[src/xbar_pkg.sv]
//~~~~~~~~~~~~~~~~~~~~~~~~~~~~~~~~~~~~~~~~~~~~~~~~~~~~~~~~~~~~~~~~~~~~~
// shared definitions for the crossbar post-processing pipeline
// command opcodes, field widths, crossbar select codes
// column-sum word with its bit-plane and per-column views
//~~~~~~~~~~~~~~~~~~~~~~~~~~~~~~~~~~~~~~~~~~~~~~~~~~~~~~~~~~~~~~~~~~~~~
`default_nettype none

package xbar_pkg;

  localparam int OP_W = 2;

  // command opcodes, same encoding as the front end uses
  localparam logic [OP_W-1:0] OP_SLEEP   = 2'b00;
  localparam logic [OP_W-1:0] OP_WRITE   = 2'b01;
  localparam logic [OP_W-1:0] OP_COMPUTE = 2'b10;
  localparam logic [OP_W-1:0] OP_READ    = 2'b11;

  localparam int ID_W     = 8;   // layer id
  localparam int ROW_W    = 4;   // row index
  localparam int THR_W    = 4;   // sign-magnitude, msb is sign
  localparam int COLS     = 4;   // columns per crossbar group
  localparam int SUM_BITS = 3;   // bits per column sum, also plane count
  localparam int SEL_W    = 2;

  // crossbar select for READ, other codes read as zero
  localparam logic [SEL_W-1:0] SEL_POS = 2'd0;
  localparam logic [SEL_W-1:0] SEL_NEG = 2'd1;

  localparam int CSUM_W = COLS * SUM_BITS;

  // one word, two decodings
  // flat: plane p of column c sits at bit c*SUM_BITS+p (crossbar interleave)
  // cols: unsigned per-column sums for the arithmetic
  typedef union packed {
    logic [CSUM_W-1:0]                flat;
    logic [COLS-1:0][SUM_BITS-1:0]    cols;
  } colsum_u;

endpackage

`default_nettype wire
[src/xbar_ifs.sv]
//~~~~~~~~~~~~~~~~~~~~~~~~~~~~~~~~~~~~~~~~~~~~~~~~~~~~~~~~~~~~~~~~~~~~~
// stage-to-stage interfaces of the post-processing pipeline
// compute_if  command stage to bit-plane gather
// colsum_if   gather to activation
// act_if      activation to row assembly
//~~~~~~~~~~~~~~~~~~~~~~~~~~~~~~~~~~~~~~~~~~~~~~~~~~~~~~~~~~~~~~~~~~~~~
`default_nettype none

// one-cycle valid, payload only meaningful with valid high
interface compute_if;
  logic                         valid;
  logic [xbar_pkg::ID_W-1:0]    id;
  logic [xbar_pkg::ROW_W-1:0]   row;
  logic [xbar_pkg::THR_W-1:0]   threshold;

  modport src (output valid, output id, output row, output threshold);
  modport dst (input valid, input id, input row, input threshold);
endinterface

interface colsum_if;
  logic                         valid;
  logic [xbar_pkg::ID_W-1:0]    id;
  logic [xbar_pkg::ROW_W-1:0]   row;
  logic [xbar_pkg::THR_W-1:0]   threshold;
  xbar_pkg::colsum_u            pos;  // positive crossbar sums
  xbar_pkg::colsum_u            neg;  // negative crossbar sums

  modport src (
    output valid, output id, output row, output threshold,
    output pos, output neg
  );
  modport dst (
    input valid, input id, input row, input threshold,
    input pos, input neg
  );
endinterface

interface act_if;
  logic                         valid;
  logic [xbar_pkg::ID_W-1:0]    id;
  logic [xbar_pkg::ROW_W-1:0]   row;
  logic [xbar_pkg::COLS-1:0]    act_bits;  // bit c is column c

  modport src (output valid, output id, output row, output act_bits);
  modport dst (input valid, input id, input row, input act_bits);
endinterface

`default_nettype wire

[src/xbar_postproc.sv]
//~~~~~~~~~~~~~~~~~~~~~~~~~~~~~~~~~~~~~~~~~~~~~~~~~~~~~~~~~~~~~~~~~~~~~
// crossbar post-processing top level
// command stage, bit-plane gather, activation and row assembly
// joined by the stage interfaces
//~~~~~~~~~~~~~~~~~~~~~~~~~~~~~~~~~~~~~~~~~~~~~~~~~~~~~~~~~~~~~~~~~~~~~
`default_nettype none

module xbar_postproc #(
  parameter int N_ROWS = 16
) (
  input  logic                              CLK,
  input  logic                              RESET_INsig,

  // host command
  input  logic                              cmd_valid,
  input  logic [xbar_pkg::OP_W-1:0]         cmd_op,
  input  logic [xbar_pkg::ID_W-1:0]         cmd_id,
  input  logic [xbar_pkg::ROW_W-1:0]        cmd_row,
  input  logic [xbar_pkg::THR_W-1:0]        cmd_threshold,
  input  logic [xbar_pkg::SEL_W-1:0]        cmd_xbar_sel,

  // crossbar side
  input  logic                              pos_sense,
  input  logic                              neg_sense,
  input  logic [xbar_pkg::COLS-1:0]         pos_plane,
  input  logic [xbar_pkg::COLS-1:0]         neg_plane,

  output logic                              read_valid,
  output logic                              read_data,
  output logic                              write_ack,
  output logic [xbar_pkg::ID_W-1:0]         out_id,
  output logic [N_ROWS*xbar_pkg::COLS-1:0]  out_vector,
  output logic                              vec_valid,
  output logic                              vec_done
);

  compute_if u_cmp_if ();
  colsum_if  u_cs_if ();
  act_if     u_act_if ();

  command_stage u_command_stage (
    .CLK           (CLK),
    .RESET_INsig   (RESET_INsig),
    .cmd_valid     (cmd_valid),
    .cmd_op        (cmd_op),
    .cmd_id        (cmd_id),
    .cmd_row       (cmd_row),
    .cmd_threshold (cmd_threshold),
    .cmd_xbar_sel  (cmd_xbar_sel),
    .pos_sense     (pos_sense),
    .neg_sense     (neg_sense),
    .read_valid    (read_valid),
    .read_data     (read_data),
    .write_ack     (write_ack),
    .cmp           (u_cmp_if.src)
  );

  // planes arrive the three cycles after the command cycle
  bitplane_gather u_bitplane_gather (
    .CLK         (CLK),
    .RESET_INsig (RESET_INsig),
    .pos_plane   (pos_plane),
    .neg_plane   (neg_plane),
    .cmp         (u_cmp_if.dst),
    .cs          (u_cs_if.src)
  );

  activation_stage u_activation_stage (
    .CLK         (CLK),
    .RESET_INsig (RESET_INsig),
    .cs          (u_cs_if.dst),
    .act         (u_act_if.src)
  );

  row_assembler #(
    .N_ROWS (N_ROWS)
  ) u_row_assembler (
    .CLK         (CLK),
    .RESET_INsig (RESET_INsig),
    .out_id      (out_id),
    .out_vector  (out_vector),
    .vec_valid   (vec_valid),
    .vec_done    (vec_done),
    .act         (u_act_if.dst)
  );

endmodule

`default_nettype wire

[src/row_assembler.sv]
//~~~~~~~~~~~~~~~~~~~~~~~~~~~~~~~~~~~~~~~~~~~~~~~~~~~~~~~~~~~~~~~~~~~~~
// layer vector assembly
// drops each row's activation bits into its slot, starts a fresh
// vector on a new layer id and flags the last row
//~~~~~~~~~~~~~~~~~~~~~~~~~~~~~~~~~~~~~~~~~~~~~~~~~~~~~~~~~~~~~~~~~~~~~
`default_nettype none

module row_assembler #(
  parameter int N_ROWS = 16
) (
  input  logic                              CLK,
  input  logic                              RESET_INsig,
  output logic [xbar_pkg::ID_W-1:0]         out_id,
  output logic [N_ROWS*xbar_pkg::COLS-1:0]  out_vector,
  output logic                              vec_valid,
  output logic                              vec_done,
  act_if.dst                                act
);

  localparam int VEC_W = N_ROWS * xbar_pkg::COLS;
  localparam logic [xbar_pkg::ROW_W-1:0] LAST_ROW = xbar_pkg::ROW_W'(N_ROWS - 1);

  logic             new_layer;
  logic             last_row;
  logic [VEC_W-1:0] next_vector;

  assign new_layer = (act.id != out_id);
  assign last_row  = (act.row == LAST_ROW);

  // old vector or blank, then the row slot on top
  always_comb
  begin
    next_vector = new_layer ? '0 : out_vector;
    next_vector[int'(act.row)*xbar_pkg::COLS +: xbar_pkg::COLS] = act.act_bits;
  end

  always_ff @(posedge CLK)
  begin
    if (RESET_INsig)
    begin
      out_id     <= '0;
      out_vector <= '0;
      vec_valid  <= 1'b0;
      vec_done   <= 1'b0;
    end
    else
    begin
      vec_valid <= act.valid;
      if (act.valid)
      begin
        out_id     <= act.id;
        out_vector <= next_vector;
        vec_done   <= last_row;  // stays until the next item
      end
    end
  end

endmodule

`default_nettype wire

[src/activation_stage.sv]
//~~~~~~~~~~~~~~~~~~~~~~~~~~~~~~~~~~~~~~~~~~~~~~~~~~~~~~~~~~~~~~~~~~~~~
// threshold activation
// per column difference pos - neg compared with a signed threshold
//~~~~~~~~~~~~~~~~~~~~~~~~~~~~~~~~~~~~~~~~~~~~~~~~~~~~~~~~~~~~~~~~~~~~~
`default_nettype none

module activation_stage (
  input  logic     CLK,
  input  logic     RESET_INsig,
  colsum_if.dst    cs,
  act_if.src       act
);

  localparam int DIFF_W = xbar_pkg::SUM_BITS + 1;   // -7 .. +7
  localparam int MAG_W  = xbar_pkg::THR_W - 1;

  logic signed [DIFF_W-1:0]          diff [xbar_pkg::COLS];
  logic signed [xbar_pkg::THR_W-1:0] thr_s;
  logic [MAG_W-1:0]                  thr_mag;
  logic [xbar_pkg::COLS-1:0]         fire;

  always_comb
  begin
    for (int c = 0; c < xbar_pkg::COLS; c++)
    begin
      diff[c] = $signed({1'b0, cs.pos.cols[c]}) - $signed({1'b0, cs.neg.cols[c]});
    end
  end

  // sign-magnitude to two's complement, -0 folds onto 0
  assign thr_mag = cs.threshold[MAG_W-1:0];
  assign thr_s   = cs.threshold[xbar_pkg::THR_W-1] ? -$signed({1'b0, thr_mag})
                                                   :  $signed({1'b0, thr_mag});

  always_comb
  begin
    for (int c = 0; c < xbar_pkg::COLS; c++)
    begin
      fire[c] = (diff[c] >= thr_s);  // ties fire
    end
  end

  always_ff @(posedge CLK)
  begin
    if (RESET_INsig)
      act.valid <= 1'b0;
    else
      act.valid <= cs.valid;
  end

  always_ff @(posedge CLK)
  begin
    if (cs.valid)
    begin
      act.id       <= cs.id;
      act.row      <= cs.row;
      act.act_bits <= fire;
    end
  end

endmodule

`default_nettype wire

[src/bitplane_gather.sv]
//~~~~~~~~~~~~~~~~~~~~~~~~~~~~~~~~~~~~~~~~~~~~~~~~~~~~~~~~~~~~~~~~~~~~~
// bit-plane gather
// collects SUM_BITS planes of the positive and negative column sums
// for one compute item, lsb plane first, then hands the item on
//~~~~~~~~~~~~~~~~~~~~~~~~~~~~~~~~~~~~~~~~~~~~~~~~~~~~~~~~~~~~~~~~~~~~~
`default_nettype none

module bitplane_gather (
  input  logic                          CLK,
  input  logic                          RESET_INsig,
  input  logic [xbar_pkg::COLS-1:0]     pos_plane,
  input  logic [xbar_pkg::COLS-1:0]     neg_plane,
  compute_if.dst                        cmp,
  colsum_if.src                         cs
);

  localparam int CNT_W = $clog2(xbar_pkg::SUM_BITS);
  localparam logic [CNT_W-1:0] LAST_PLANE = CNT_W'(xbar_pkg::SUM_BITS - 1);

  logic                          busy;
  logic [CNT_W-1:0]              plane_cnt;   // next plane to take
  logic [CNT_W-1:0]              plane_idx;
  logic                          take_plane;
  logic                          done_q;
  xbar_pkg::colsum_u             pos_q;
  xbar_pkg::colsum_u             neg_q;
  logic [xbar_pkg::ID_W-1:0]     id_q;
  logic [xbar_pkg::ROW_W-1:0]    row_q;
  logic [xbar_pkg::THR_W-1:0]    thr_q;

  // plane 0 arrives together with the item
  assign take_plane = cmp.valid | busy;
  assign plane_idx  = cmp.valid ? '0 : plane_cnt;

  always_ff @(posedge CLK)
  begin
    if (RESET_INsig)
    begin
      busy      <= 1'b0;
      plane_cnt <= '0;
      done_q    <= 1'b0;
    end
    else
    begin
      done_q <= 1'b0;
      if (cmp.valid)
      begin
        busy      <= 1'b1;
        plane_cnt <= CNT_W'(1);
      end
      else if (busy)
      begin
        if (plane_cnt == LAST_PLANE)
        begin
          busy      <= 1'b0;
          plane_cnt <= '0;
          done_q    <= 1'b1;
        end
        else
          plane_cnt <= plane_cnt + 1'b1;
      end
    end
  end

  always_ff @(posedge CLK)
  begin
    if (cmp.valid)
    begin
      id_q  <= cmp.id;
      row_q <= cmp.row;
      thr_q <= cmp.threshold;
    end
    if (take_plane)
    begin
      // interleaved placement, column c plane p -> bit c*SUM_BITS+p
      for (int c = 0; c < xbar_pkg::COLS; c++)
      begin
        pos_q.flat[c*xbar_pkg::SUM_BITS + int'(plane_idx)] <= pos_plane[c];
        neg_q.flat[c*xbar_pkg::SUM_BITS + int'(plane_idx)] <= neg_plane[c];
      end
    end
  end

  assign cs.valid     = done_q;
  assign cs.id        = id_q;
  assign cs.row       = row_q;
  assign cs.threshold = thr_q;
  assign cs.pos       = pos_q;
  assign cs.neg       = neg_q;

endmodule

`default_nettype wire

[src/command_stage.sv]
//~~~~~~~~~~~~~~~~~~~~~~~~~~~~~~~~~~~~~~~~~~~~~~~~~~~~~~~~~~~~~~~~~~~~~
// command register and decode
// READ samples one sense bit, WRITE is acked, COMPUTE starts an item
//~~~~~~~~~~~~~~~~~~~~~~~~~~~~~~~~~~~~~~~~~~~~~~~~~~~~~~~~~~~~~~~~~~~~~
`default_nettype none

module command_stage (
  input  logic                           CLK,
  input  logic                           RESET_INsig,
  input  logic                           cmd_valid,
  input  logic [xbar_pkg::OP_W-1:0]      cmd_op,
  input  logic [xbar_pkg::ID_W-1:0]      cmd_id,
  input  logic [xbar_pkg::ROW_W-1:0]     cmd_row,
  input  logic [xbar_pkg::THR_W-1:0]     cmd_threshold,
  input  logic [xbar_pkg::SEL_W-1:0]     cmd_xbar_sel,
  input  logic                           pos_sense,
  input  logic                           neg_sense,
  output logic                           read_valid,
  output logic                           read_data,
  output logic                           write_ack,
  compute_if.src                         cmp
);

  logic is_read;
  logic is_write;
  logic is_compute;
  logic sense_sel;

  assign is_read    = cmd_valid && (cmd_op == xbar_pkg::OP_READ);
  assign is_write   = cmd_valid && (cmd_op == xbar_pkg::OP_WRITE);
  assign is_compute = cmd_valid && (cmd_op == xbar_pkg::OP_COMPUTE);

  always_comb
  begin
    case (cmd_xbar_sel)
      xbar_pkg::SEL_POS: sense_sel = pos_sense;
      xbar_pkg::SEL_NEG: sense_sel = neg_sense;
      default:           sense_sel = 1'b0;  // unused selects read zero
    endcase
  end

  always_ff @(posedge CLK)
  begin
    if (RESET_INsig)
    begin
      read_valid <= 1'b0;
      read_data  <= 1'b0;
      write_ack  <= 1'b0;
      cmp.valid  <= 1'b0;
    end
    else
    begin
      read_valid <= is_read;
      write_ack  <= is_write;
      cmp.valid  <= is_compute;
      if (is_read)
        read_data <= sense_sel;  // held until the next READ
    end
  end

  // item payload, only looked at with cmp.valid
  always_ff @(posedge CLK)
  begin
    if (is_compute)
    begin
      cmp.id        <= cmd_id;
      cmp.row       <= cmd_row;
      cmp.threshold <= cmd_threshold;
    end
  end

endmodule

`default_nettype wire

[config.mk]
export PLATFORM = sky130hd
export DESIGN_NAME = xbar_postproc
export DESIGN_NICKNAME = d
export VERILOG_FILES = /design/src/xbar_pkg.sv /design/src/xbar_ifs.sv /design/src/xbar_postproc.sv /design/src/row_assembler.sv /design/src/activation_stage.sv /design/src/bitplane_gather.sv /design/src/command_stage.sv
export SDC_FILE = /design/constraint.sdc
export NUM_CORES = 1
export LEC_CHECK = 0
export ABC_AREA = 1
export BUFFER_PORTS_ARGS = -buffer_cell sky130_fd_sc_hd__buf_2
export CAP_MARGIN = 15
export CORE_ASPECT_RATIO = 0.5
export CORE_MARGIN = 2
export CORE_UTILIZATION = 58
export CTS_CLUSTER_SIZE = 30
export DETAILED_ROUTE_END_ITERATION = 8
export PLACE_DENSITY = 0.83
export SYNTH_ARGS = -nofsm -noshare
export SYNTH_HDL_FRONTEND = slang
export SYNTH_HIERARCHICAL = 1
export SYNTH_SLANG_ARGS = --single-unit
[constraint.sdc]
create_clock -name CLK -period 3.05 [get_ports CLK]
set_input_delay 0.305 -clock CLK [delete_from_list [all_inputs] [get_ports CLK]]
set_output_delay 0.305 -clock CLK [all_outputs]
set_load 0.01 [all_outputs]
==> results of run 1 <==
flip-flops by register name (all words and copies together) (netlist names), 2 cells and up:
| signal | count |
|---|---|
| u_activation_stage/act.act_bits | 4 |
| u_activation_stage/act.id | 8 |
| u_activation_stage/act.row | 4 |
| u_bitplane_gather/cs.id | 8 |
| u_bitplane_gather/cs.neg | 12 |
| u_bitplane_gather/cs.pos | 12 |
| u_bitplane_gather/cs.row | 4 |
| u_bitplane_gather/cs.threshold | 4 |
| u_bitplane_gather/plane_cnt | 2 |
| u_command_stage/cmp.id | 8 |
| u_command_stage/cmp.row | 4 |
| u_command_stage/cmp.threshold | 4 |
| u_row_assembler/out_id | 8 |
| u_row_assembler/out_vector | 64 |
path summary, 6_finish.rpt:
| kind | start | end | cells past startpoint |
|---|---|---|---|
| setup / recovery | u_activation_stage/act.row[0]$_DFFE_PP_ | u_row_assembler/out_vector[37]$_SDFFE_PP0P_ | 9 |
| hold / removal | cmd_id[4] | u_command_stage/cmp.id[4]$_DFFE_PP_ | 1 |
| setup reg to reg | u_activation_stage/act.row[0]$_DFFE_PP_ | u_row_assembler/out_vector[37]$_SDFFE_PP0P_ | 9 |
| hold reg to reg | u_bitplane_gather/cs.row[3]$_DFFE_PP_ | u_activation_stage/act.row[3]$_DFFE_PP_ | 0 |
per-stage QoR:
step	hold slack [ps]	instances
final	55.2	1270
after global routing	48.5	1270
after CTS	44.1	1269
after detailed placement	405	1237
after global placement	402	1237
after floorplan	374	972
synth_stat cells, drive strengths merged:
| library cell | instances | area share, % |
|---|---|---|
| a211oi | 1 | 0.098 |
| a21oi | 19 | 1.5 |
| buf | 10 | 0.75 |
| clkbuf | 8 | 0.39 |
| clkinv | 1 | 0.065 |
| dfxtp | 83 | 22 |
| edfxtp | 72 | 28 |
| fa | 4 | 1.0 |
| ha | 35 | 5.7 |
| inv | 174 | 8.5 |
| nand2 | 339 | 17 |
| nand3 | 39 | 2.9 |
| nand4 | 9 | 0.90 |
| nor2 | 141 | 8.0 |
| nor3 | 4 | 0.33 |
| nor4 | 3 | 0.41 |
| o21ai | 12 | 0.78 |
| o22ai | 10 | 0.81 |
| o31ai | 1 | 0.098 |
| xnor2 | 1 | 0.11 |
| xor2 | 6 | 0.68 |
cell families after synthesis:
logic type	Yosys count	share of synthesized area [%]
AND/OR/NAND/NOR	535	29.6
buffers and inverters	193	9.75
flip-flops	155	49.8
AO/OA/AOI/OAI	43	3.28
adder cells (fa/ha/maj)	39	6.75
XOR/XNOR	7	0.799
cell usage in the layout (no fill, tap or decap), types with 2 or more instances in the layout:
master,n
a21oi_1,14
a21oi_2,5
buf_2,109
buf_4,5
clkbuf_1,2
clkbuf_16,17
clkinv_1,2
clkinv_2,2
clkinv_4,3
clkinvlp_4,3
dfxtp_1,83
edfxtp_1,72
fa_1,4
ha_1,35
inv_1,168
inv_2,5
inv_6,2
nand2_1,329
nand2_2,7
nand2_4,3
nand3_1,34
nand3_2,5
nand4_1,7
nand4_2,2
nor2_1,127
nor2_2,7
nor2_4,5
nor2_8,2
nor3_1,3
nor4_2,2
o21ai_0,6
o21ai_1,6
o22ai_1,10
xor2_1,6
power breakdown:
| part | leakage [nW] | internal [mW] | switching, mW |
|---|---|---|---|
| sequential | 1.32 | 2.20 | 0.0120 |
| combinational | 2.75 | 0.0619 | 0.117 |
| clock | 0.254 | 1.07 | 0.853 |
worst register-to-register path: stages, from the launching register on:
cell and delay [ps]:
edfxtp_1 450, inv_2 130, ha_1 720, inv_2 220, nor2_2 260, nand3_1 120
nand2_1 90, nand2_1 100, nand2_1 90, nand2_1 50
layer usage:
layer / track usage, % / vias up / wire, um
met5: 0 / - / 0
met4: 9.95 / 0 / 307
met3: 4.48 / 33 / 960
met2: 43.2 / 211 / 8150
met1: 30.5 / 2871 / 7360
li1: - / 3220 / -
cell type report:
type / count / area share (%)
Multi-Input combinational cell: 624 / 34.8
Timing Repair Buffer: 114 / 6.53
Clock inverter: 12 / 1.01
Sequential cell: 155 / 42.9
Tap cell: 170 / 2.38
Clock buffer: 20 / 5.01
Inverter: 175 / 7.40
==> results.txt, run 1 <==
After routing, the total negative slack on setup checks comes to 0 ps. The diode insertion count for antenna repair came out at 0. The tools report the root buffer cell as clkbuf_16. The maximum fanout along the worst path was 15; the number of routed nets with antenna violations was 0. Number of unique standard cell types used by synthesis: 37.

Post-CTS repair changed the size of 0 cells. After layout, the minimum clock period comes to 2330 ps. The tools report the number of core rows as 29.

The register area was 3820 um2; the layout overhead on the synthesized area was 16.2%. The layout has 990 filler cells. The y dimension of the die is 85.4 um. The critical path data arrival time came out at 2650 ps.

For this design, the sink count on the clock tree is 155. In this run the post-CTS setup repair buffer count came out at 0. The transition time at the pin with the least slew margin works out to 848 ps. The total of flip-flops plus latches after synthesis is 155, and the leakage power summed over all cells is 4.32 nW.

The fraction of layout cells with a size suffix above 1 is 17.1%. Counting every instance in the synthesized netlist gives 972. For the starting density of the core, the log shows 59.9%. The H-tree generated during clock tree synthesis spans 4 levels. Yosys printed 6 warnings. The count of buffers added on input and output ports is 109. Across the VDD grid, the largest voltage drop is 0.353 mV. The remaining global-route overflow was 0; the power per unit of standard cell area was 483 nW/um2. TritonCTS built the clock tree. The summed instance area of the synthesized netlist was 7680 um2; the max-slew violation count was 0. For this block, the routed nets add up to 16.8 mm of wire. For the number of global-route vias before repair, the log shows 6059.

The run gives 8920 um2 as the final cell area excluding filler cells. Core region area: 12800 um2. After detailed placement, the total cell area comes to 8380 um2. Using the TritonRoute via totals, the vias-per-cell ratio works out to 4.99. The worst clock skew came out at 8.25 ps. The floorplan step defined a die boundary enclosing 14200 um2.

In the final design database the tool counted 1159 nets. Routability-driven placement finished with a final weighted congestion of 0.893. The final critical-path share of the clock period was 76.4%; the via count was 6335. The initial antenna violation count is 0, and the die boundary width is 167 um. Setup slack closes at 719 ps. For the worst setup path, the data required time is 3370 ps. For the worst-skew pair, the clock arrives at the later sink with an insertion delay of 420 ps. The signal on the critical path passes through inv_2 -> ha_1 -> inv_2 -> nor2_2 -> nand3_1 -> nand2_1 -> nand2_1 -> nand2_1 -> nand2_1. The footprint of the multi-input gates came out at 3110 um2. The largest stage delay on the critical path is 710 ps. The tools report the normalized max-slew margin as 43.5%. Setup repair after global routing left no endpoint under its margin.

The largest net degree at the start of global routing came out at 83. Sequential cells were found to cover 49.8% of the synthesized design area. For this run, the top clock speed supported by timing is 429 MHz.

In this run, the number of DRC markers left after iteration 0 of detailed routing was 499. Total power for the finished layout comes to 4.31 mW. The first global-routing pass estimated 28.1 mm of wire.

For the worst slack at placement, the log shows 531 ps. The top-level I/O count came out at 110. The number of nets in the synthesized netlist is 1044.

The type of the most critical hold path is primary input to flop. The post-DP HPWL is 11.9 mm. After detailed routing, the average wire length per cell comes to 13.2 um.

STA classifies the critical path startpoint as a flop. The first detailed-routing pass took 5 iterations. For this design, the slowest cell found on the critical path is ha_1. The number of clock buffers added by TritonCTS is 17.

The tools report the setup slack of the most critical reg-to-reg path as 720 ps. The cell family contributing the most delay on the critical path is adder cells. Together, buffers and inverters on the worst path number 2. The logs give 0 for the setup violation total in the final timing report and 24.6% for the global-route usage over all layers. Average instance area after synthesis: 7.90 um2. The run finished with clean final reports.

For the reported max-cap violation count, the log shows 0. The tools report the buffer depth of the longest clock path as 2. At the end of the flow the core is filled with cells to 69.7%. The worst setup path is of the flop to flop kind. Counting stages on the worst path, the most repeated cell is nand2_1. Clock-pin slew was measured on the worst setup and hold paths at 60 ps. The run gives 0 as the hold violation total from the final report.

The number of remaining DRC errors is 0, and the cts-stage hold buffer count is 0. Category of the worst setup path capture point: a flop.
Note: power is estimated with default switching activity, not from simulation.
==> run 2: changes to the inputs <==
Settings changed: CORE_UTILIZATION 58 to 52, PLACE_DENSITY 0.83 to 0.78.
Clock period 3.05 ns to 2.1 ns, I/O delays scaled along.
==> results.txt, run 2 (synthesis gave the netlist of run 1 again) <==
The flow ran to the end, and the final reports show no timing, DRC or antenna violations. The logs give 0 ps (unchanged) for the post-route setup TNS and 4 (unchanged) for the CTS H-tree depth. Cell family contributing the most delay on the critical path: adder cells. Area of the die: 15800 um2 (+11%). TritonCTS built the clock tree. Number of detailed-routing iterations run before antenna repair: 5 (unchanged). Compared with the post-synthesis result, the final layout area differs by 21.3%. The initial antenna violation count was 0 (unchanged). The number of remaining DRC errors was 0 (unchanged).

The worst hold path belongs to the class primary input to flop. The tools report the buffer depth of the longest clock path as 2 (unchanged). The tools report the switching power as 1.45 mW (+48%).

Clock input transition at the sequential cells of the worst setup and hold paths: 60 ps (about the same). The die boundary width works out to 176 um (+5.5%). The fraction of layout cells with a size suffix above 1 was 18.1% (+1.0 points). The critical path's slowest cell is edfxtp_1. Walking the worst path, the cells encountered are ha_1 -> inv_1 -> fa_1 -> ha_1 -> o21ai_0 -> nand2_1 -> nand2_1 -> a21oi_2. The y dimension of the die is 89.9 um (+5.3%).

For the data required time of the worst path, the log shows 2270 ps (-1100 ps). The overall power consumption came out at 6.58 mW (+53%). The largest stage delay on the critical path came out at 430 ps (-280 ps). The switching share of total power is 22.1% (-0.70 points).

The number of core rows is 31 (+6.9%), and the normalized max-slew margin is 43.9% (+0.40 points). The most frequent standard cell in the layout excluding fill and tap cells is nand2_1. The worst setup path is captured at a flop. The tools report the kind of launch point of the worst setup path as a flop.

Number of routed nets with antenna violations: 0 (unchanged). The hold violation total from the final report was 0 (unchanged); the maximum fanout along the worst path was 2 (-13). The top-level I/O count was 110 (unchanged); the final net count was 1190 (+2.7%).

The global-route wire length before repair is 28.0 mm (-0.22%). The clock buffer count from CTS is 17 (unchanged), and the remaining global-route overflow is 0 (unchanged). Clock latency reported for the late side of the worst-skew pair: 420 ps (about the same). The tools report the post-DP HPWL as 12.1 mm (+1.4%).

The share of power burned in registers came out at 48.8% (-2.5 points). The tools report the reported max-cap violation count as 0 (unchanged). The worst supply voltage drop on vdd is 0.545 mV (+55%), and the critical path data arrival time is 2120 ps (-530 ps). The logs give 512 MHz (+19%) for the achievable clock frequency and 22.3% (-2.3 points) for the global-route usage over all layers. The logs give 46.7% (+2.2 points) for the fraction of power consumed by the clock network and 17.1 mm (+1.7%) for the total wire length.

For the setup violation total in the final timing report, the log shows 0 (unchanged). The setup path with the least slack is of type flop to flop. The number of port buffers is 109 (unchanged), and the largest net degree at the start of global routing is 83 (unchanged). The power per unit of standard cell area works out to 706 nW/um2 (+46%).

Core region area: 14400 um2 (+13%). The part of the power in combinational logic is 4.5% (+0.4 points), and the number of DRC violations after detailed-routing iteration 0 is 486 (-2.6%). Diode insertion count for antenna repair: 0 (unchanged). The run gives 53.2% (-6.7 points) as the starting density of the core.

The max-slew violation count was 0 (unchanged); the transition time at the pin with the least slew margin was 840 ps (-7.23 ps). The per-cell routed wire length is 12.8 um (-2.8%). The library cells used most frequently in the layout, excluding fill and tap cells, are nand2_1, inv_1, nor2_1. The cell-internal power is 5.13 mW (+54%), and the flip-flop count of the largest register after layout is 64 (unchanged).

The root buffer cell is clkbuf_16. Setup repair after global routing left no endpoint under its margin. The routability congestion estimate from global placement was 0.856 (-4.1%).

The worst clock skew is 11.3 ps (+3.03 ps). Largest register by flop count: u_row_assembler/out_vector. The via count was 6368 (+0.52%); the final critical-path share of the clock period was 93.0% (+17 points). The clock period minus worst slack came out at 1950 ps (-378 ps). The count of buffering cells on the critical path with inverters included was 1 (-1). The logs give 4.50 nW (+4.1%) for the leakage power summed over all cells and 150 ps (-570 ps) for the setup slack of the most critical reg-to-reg path. The TritonCTS sink count is 155 (unchanged), and the average via count per standard cell is 4.79 (-3.9%).

For the number of global-route vias before repair, the log shows 5956 (-1.7%).
run 2: cell count changes in the layout (fill, tap and decap cells not counted), sizes merged:
cell and delta:
buf +13, bufinv +1, clkbuf +2, clkinv -3
dlygate4sd3 +18
run 2: power groups by stage:
stage | combinational (mW) | sequential (mW) | clock [mW]
floorplan | 0.161 | 3.28 | 0
CTS | 0.293 | 3.21 | 3.12
global placement | 0.251 | 3.28 | 0
global route | 0.330 | 3.21 | 3.23
finish | 0.294 | 3.21 | 3.07
detailed placement | 0.263 | 3.28 | 0
run 2: per-stage QoR:
stage               instances  instance area, um2  setup slack [ps]  hold slack, ps  util, %
finish                   1329                9320               146            66.7     64.6
CTS                      1329                9310               135            30.3     64.5
global route             1329                9320              41.0            81.6     64.6
global placement         1279                8530               235             387     59.1
detailed placement       1279                8530               174             389     59.1
floorplan                 972                7680               147             279        -
run 2: routing by layer:
| metal | global-route usage, % | wire length (um) |
|---|---|---|
| met3 | 4.53 | 759 |
| met4 | 5.99 | 185 |
| met2 | 38.7 | 8280 |
| met5 | 0 | 0 |
| met1 | 28.5 | 7850 |
run 2: worst paths after layout:
| kind | cells past startpoint | from | end |
|---|---|---|---|
| worst max-delay path | 8 | u_bitplane_gather/cs.neg[0]$_DFFE_PP_ | u_activation_stage/act.act_bits[0]$_DFFE_PP_ |
| worst min-delay path | 4 | cmd_xbar_sel[1] | u_command_stage/read_data$_SDFFE_PP0P_ |
| worst max register to register | 8 | u_bitplane_gather/cs.neg[0]$_DFFE_PP_ | u_activation_stage/act.act_bits[0]$_DFFE_PP_ |
| worst min register to register | 0 | u_command_stage/cmp.row[2]$_DFFE_PP_ | u_bitplane_gather/cs.row[2]$_DFFE_PP_ |
run 2: timing repair:
action                     CTS  global route
hold buffers                18             0
setup endpoints to repair    0             1
buffers inserted             0             0
gates resized for setup      0             1
hold endpoints to repair    18             0
run 2: area by class of cell:
type                            instances  area, um2
Tap cell                              198        248
Fill cell                            1241       5110
Clock buffer                           22        495
Inverter                              175        661
Timing Repair Buffer                  145        873
Sequential cell                       155       3820
Multi-Input combinational cell        624       3110
Clock inverter                         10        103
run 2: worst reg2reg max path, cell delays in order, from the launching register on:
cell	delay, ps
edfxtp_1	430
ha_1	210
inv_1	80
fa_1	410
ha_1	290
o21ai_0	70
nand2_1	60
nand2_1	80
a21oi_2	50
==> run 3: changes to the inputs <==
Settings changed: ABC_AREA 1 to unset, PLACE_DENSITY 0.78 to 0.79.
==> results.txt, run 3 <==
Largest stage delay on the critical path: 440 ps (about the same). The setup slack of the most critical reg-to-reg path was -20 ps (-170 ps); the number of synthesized flops with an enable pin was 72 (unchanged). The count of warnings emitted by yosys is 6 (unchanged), and the number of detailed-routing iterations run before antenna repair is 6 (+1). The most common cell in the synthesized netlist is dfxtp_1. Global-route wire length before repair: 27.9 mm (-0.44%). TritonCTS built the clock tree.

The endpoint of the worst register-to-register path is u_activation_stage/act.act_bits[1]$_DFFE_PP_. The tools report the largest net degree at the start of global routing as 65 (-22%). Relative to the synthesized area, the layout overhead comes to 24.3%. The combinational family with the most area after synthesis is compound AO/OA/AOI/OAI gates. Summed over all instances, the cell type with the most area after synthesis is edfxtp_1. The run gives 15100 um2 (-4.4%) as the area of the die. The average instance area after synthesis is 10.7 um2 (+35%).

The routability congestion estimate from global placement is 0.860 (+0.43%), and the clock latency reported for the late side of the worst-skew pair is 420 ps (about the same). The tools report the post-route setup TNS as -34.8 ps (-34.8 ps). Among all stages on the critical path, the largest delay is contributed by fa_1.

The tools report the top-level I/O count as 110 (unchanged). The part of the power in combinational logic was 4.3% (-0.2 points); the achievable clock frequency was 471 MHz (-7.9%). The post-DP HPWL is 11.8 mm (-2.3%). The number of port buffers was 109 (unchanged).

The top cell types in the final layout, fill and taps aside, are buf_2, dfxtp_1, nand2_1. Total of flip-flops plus latches after synthesis: 155 (unchanged). For the worst slack at placement, the log shows -83.4 ps (-257 ps). The fraction of synthesized area in multiplexers was 1.64% (+1.6 points); the reported max-cap violation count was 0 (unchanged). In this design, the critical path's most frequently occurring cell is ha_2.

The sequential area share after synthesis was 52.2% (+2.4 points); the core region area was 13700 um2 (-5.3%). The number of DRC violations after detailed-routing iteration 0 was 534 (+9.9%); the worst supply voltage drop on vdd was 0.510 mV (-6.5%). In this run the worst setup path begins at u_bitplane_gather/cs.pos[3]$_DFFE_PP_.

For the post-synthesis cell count, the log shows 686 (-29%). The tools report the global-route usage over all layers as 23.6% (+1.3 points). The remaining global-route overflow was 0 (unchanged). More flip-flops sit in one register than any other, and that register is u_row_assembler/out_vector. The average via count per standard cell is 5.70 (+19%), and the fraction of layout cells with a size suffix above 1 is 25.1% (+7.0 points).

The maximum fanout along the worst path was 2 (unchanged). For the number of core rows, the log shows 30 (-3.2%). The tightest hold margin was 39.4 ps (-27.4 ps). The power per unit of standard cell area is 731 nW/um2 (+3.5%), and the via count is 5904 (-7.3%). For the initial antenna violation count, the log shows 0 (unchanged).

For the hold violation total from the final report, the log shows 0 (unchanged). The diode insertion count for antenna repair was 0 (unchanged). The tools report the total wire length as 17.4 mm (+1.6%). The number of global-route vias before repair was 5587 (-6.2%). The net count after synthesis was 758 (-27%). The final critical-path share of the clock period came out at 101% (+8.0 points). The share of synthesized cell area in full adder, half adder and majority cells works out to 7.07% (+0.32 points).

The worst clock skew is 14.9 ps (+3.63 ps), and the fraction of the core area covered by cells at the end of the flow is 66.6% (+2.1 points). Setup repair after global routing could not meet its margin everywhere. The tree is rooted in a clkbuf_16.

Number of routed nets with antenna violations: 0 (unchanged). The post-synthesis xor/xnor area fraction is 2.00% (+1.2 points), and the number of unique standard cell types used by synthesis is 57 (+54%). The final worst slack is -22.1 ps (-168 ps). The final reports fail on negative setup slack. The run gives 3.57 nW (-21%) as the leakage power summed over all cells.

STA classifies the critical path endpoint as a flop. The data required time of the worst path came out at 2270 ps (about the same). The max-slew violation count is 0 (unchanged), and the transition time at the pin with the least slew margin is 487 ps (-353 ps). The most used flip-flop cell after synthesis is dfxtp_1.

The tools report the clock buffer count from CTS as 17 (unchanged). The share of power burned in registers came out at 48.2% (-0.6 points). The flip-flop count of the largest register after layout was 64 (unchanged); the final net count was 903 (-24%). The flow ran to the end, but the final reports show violations.

The simple-gate area share of the yosys netlist is 14.7% (-15 points), and the die boundary width is 172 um (-2.3%). The cell-internal power was 5.04 mW (-1.6%); the buffer depth of the longest clock path was 2 (unchanged). Worst-case reg-to-reg path depth: 8 (unchanged).

The worst setup path is launched from a flop. The switching power was 1.61 mW (+11%); the clock input transition at the sequential cells of the worst setup and hold paths was 70 ps (about the same). For the starting density of the core, the log shows 53.6% (+0.41 points).

The y dimension of the die came out at 87.9 um (-2.2%). The number of filler instances in the final layout was 1030 (-17%); the clock period minus worst slack was 2120 ps (+168 ps). In this run the worst setup path terminates at u_activation_stage/act.act_bits[1]$_DFFE_PP_.

Type of the most critical hold path: primary input to flop. The tools report the TritonCTS sink count as 155 (unchanged). The worst register-to-register path begins at u_bitplane_gather/cs.pos[3]$_DFFE_PP_.

In the post-synthesis netlist, the biggest area contributors are edfxtp_1, dfxtp_1, ha_1. Post-synthesis compound-gate area fraction: 18.1% (+15 points). The fraction of power consumed by the clock network came out at 47.5% (+0.8 points).

Traced cell by cell, the critical path runs through inv_1 -> ha_2 -> inv_2 -> fa_1 -> ha_2 -> or3b_4 -> a221oi_2 -> nor3_1. Switching share of total power: 24.2% (+2.1 points). The share of async-settable or async-resettable flops after synthesis was 0% (unchanged). The tools report the critical path data arrival time as 2290 ps (+170 ps). The worst setup path is of the flop to flop kind. The library cell used most frequently in the layout, excluding fill and tap cells, is buf_2. The per-cell routed wire length was 16.7 um (+30%); the number of remaining DRC errors was 0 (unchanged). The CTS H-tree depth is 4 (unchanged), and the summed instance area of the synthesized netlist is 7330 um2 (-4.6%).

By count the netlist is led by dfxtp_1, nand2_1, edfxtp_1, o21ai_1, a22oi_1. The area fraction of the dominant cell type after synthesis is 29.5% (+1.4 points), and the setup violation total in the final timing report is 2 (+2). The normalized max-slew margin came out at 67.4% (+23 points).
[run 3: cell types whose count changed after synthesis, sizes merged, moves of 33 or more]
cell	change
inv	-144
o21ai	+71
nand3	-33
a22oi	+44
nor2	-122
nand2	-262
[run 3: power groups by stage]
stage | logic (mW) | clock network [mW] | registers (mW)
after global placement | 0.237 | 0 | 3.27
after detailed placement | 0.250 | 0 | 3.28
after CTS | 0.280 | 3.20 | 3.21
final | 0.284 | 3.16 | 3.21
after floorplan | 0.146 | 0 | 3.27
after global routing | 0.314 | 3.33 | 3.21
[run 3: metrics by stage]
step	power, mW	cells	instance area, um2
finish	6.65	1036	9100
global route	6.86	1036	9100
CTS	6.69	1032	9040
detailed placement	3.53	979	8170
global placement	3.51	979	8170
floorplan	3.42	686	7340
[run 3: how the worst min path moves through the flow]
stage | end | cells past startpoint | from
3_5_place_dp | u_command_stage/cmp.id[1]$_DFFE_PP_ | 1 | cmd_id[1]
2_1_floorplan | u_command_stage/read_data$_SDFFE_PP0P_ | 1 | RESET_INsig
3_3_place_gp | u_command_stage/cmp.id[4]$_DFFE_PP_ | 1 | cmd_id[4]
6_report | u_command_stage/read_data$_SDFFE_PP0P_ | 3 | cmd_xbar_sel[1]
4_1_cts | u_command_stage/read_data$_SDFFE_PP0P_ | 3 | cmd_xbar_sel[1]
5_1_grt | u_command_stage/read_data$_SDFFE_PP0P_ | 3 | cmd_xbar_sel[1]
[run 3: critical path: cells and delay by family (launching register included)]
| kind | cells | cell delay [ps] |
|---|---|---|
| simple gates | 2 | 430 |
| buf+inv | 2 | 110 |
| compound gates | 1 | 170 |
| fa+ha+maj | 3 | 780 |
| flops | 1 | 370 |
[run 3: timing repair]
| action | in CTS | in global routing |
|---|---|---|
| hold endpoints to repair | 18 | 0 |
| pin swaps | 6 | 3 |
| gates resized for setup | 11 | 10 |
| buffers inserted | 3 | 4 |
| endpoints found under the setup margin | 33 | 31 |
| hold buffers | 18 | 0 |
[run 3: kinds of logic after synthesis]
group                    after synthesis
AND/OR/NAND/NOR                      201
flip-flops                           155
AO/OA/AOI/OAI                        197
buffers and inverters                 67
adder cells (fa/ha/maj)               39
XOR/XNOR                              15
multiplexers                          12
[run 3: cell type report]
type                       instances  area, um2  area share (%)
sequential                       155       3820            42.0
multi-input combinational        464       3280            36.0
timing repair buffer             163       1020            11.2
clock buffer                      17        425            4.67
tap                              192        240            2.64
clock inverter                    15        195            2.14
inverter                          30        115            1.26
[run 3: layer usage]
layer | global-route usage (%) | routed length, um
met3 | 5.02 | 1170
met5 | 0 | 0
met2 | 39.7 | 8370
met1 | 31.0 | 7590
met4 | 7.64 | 222
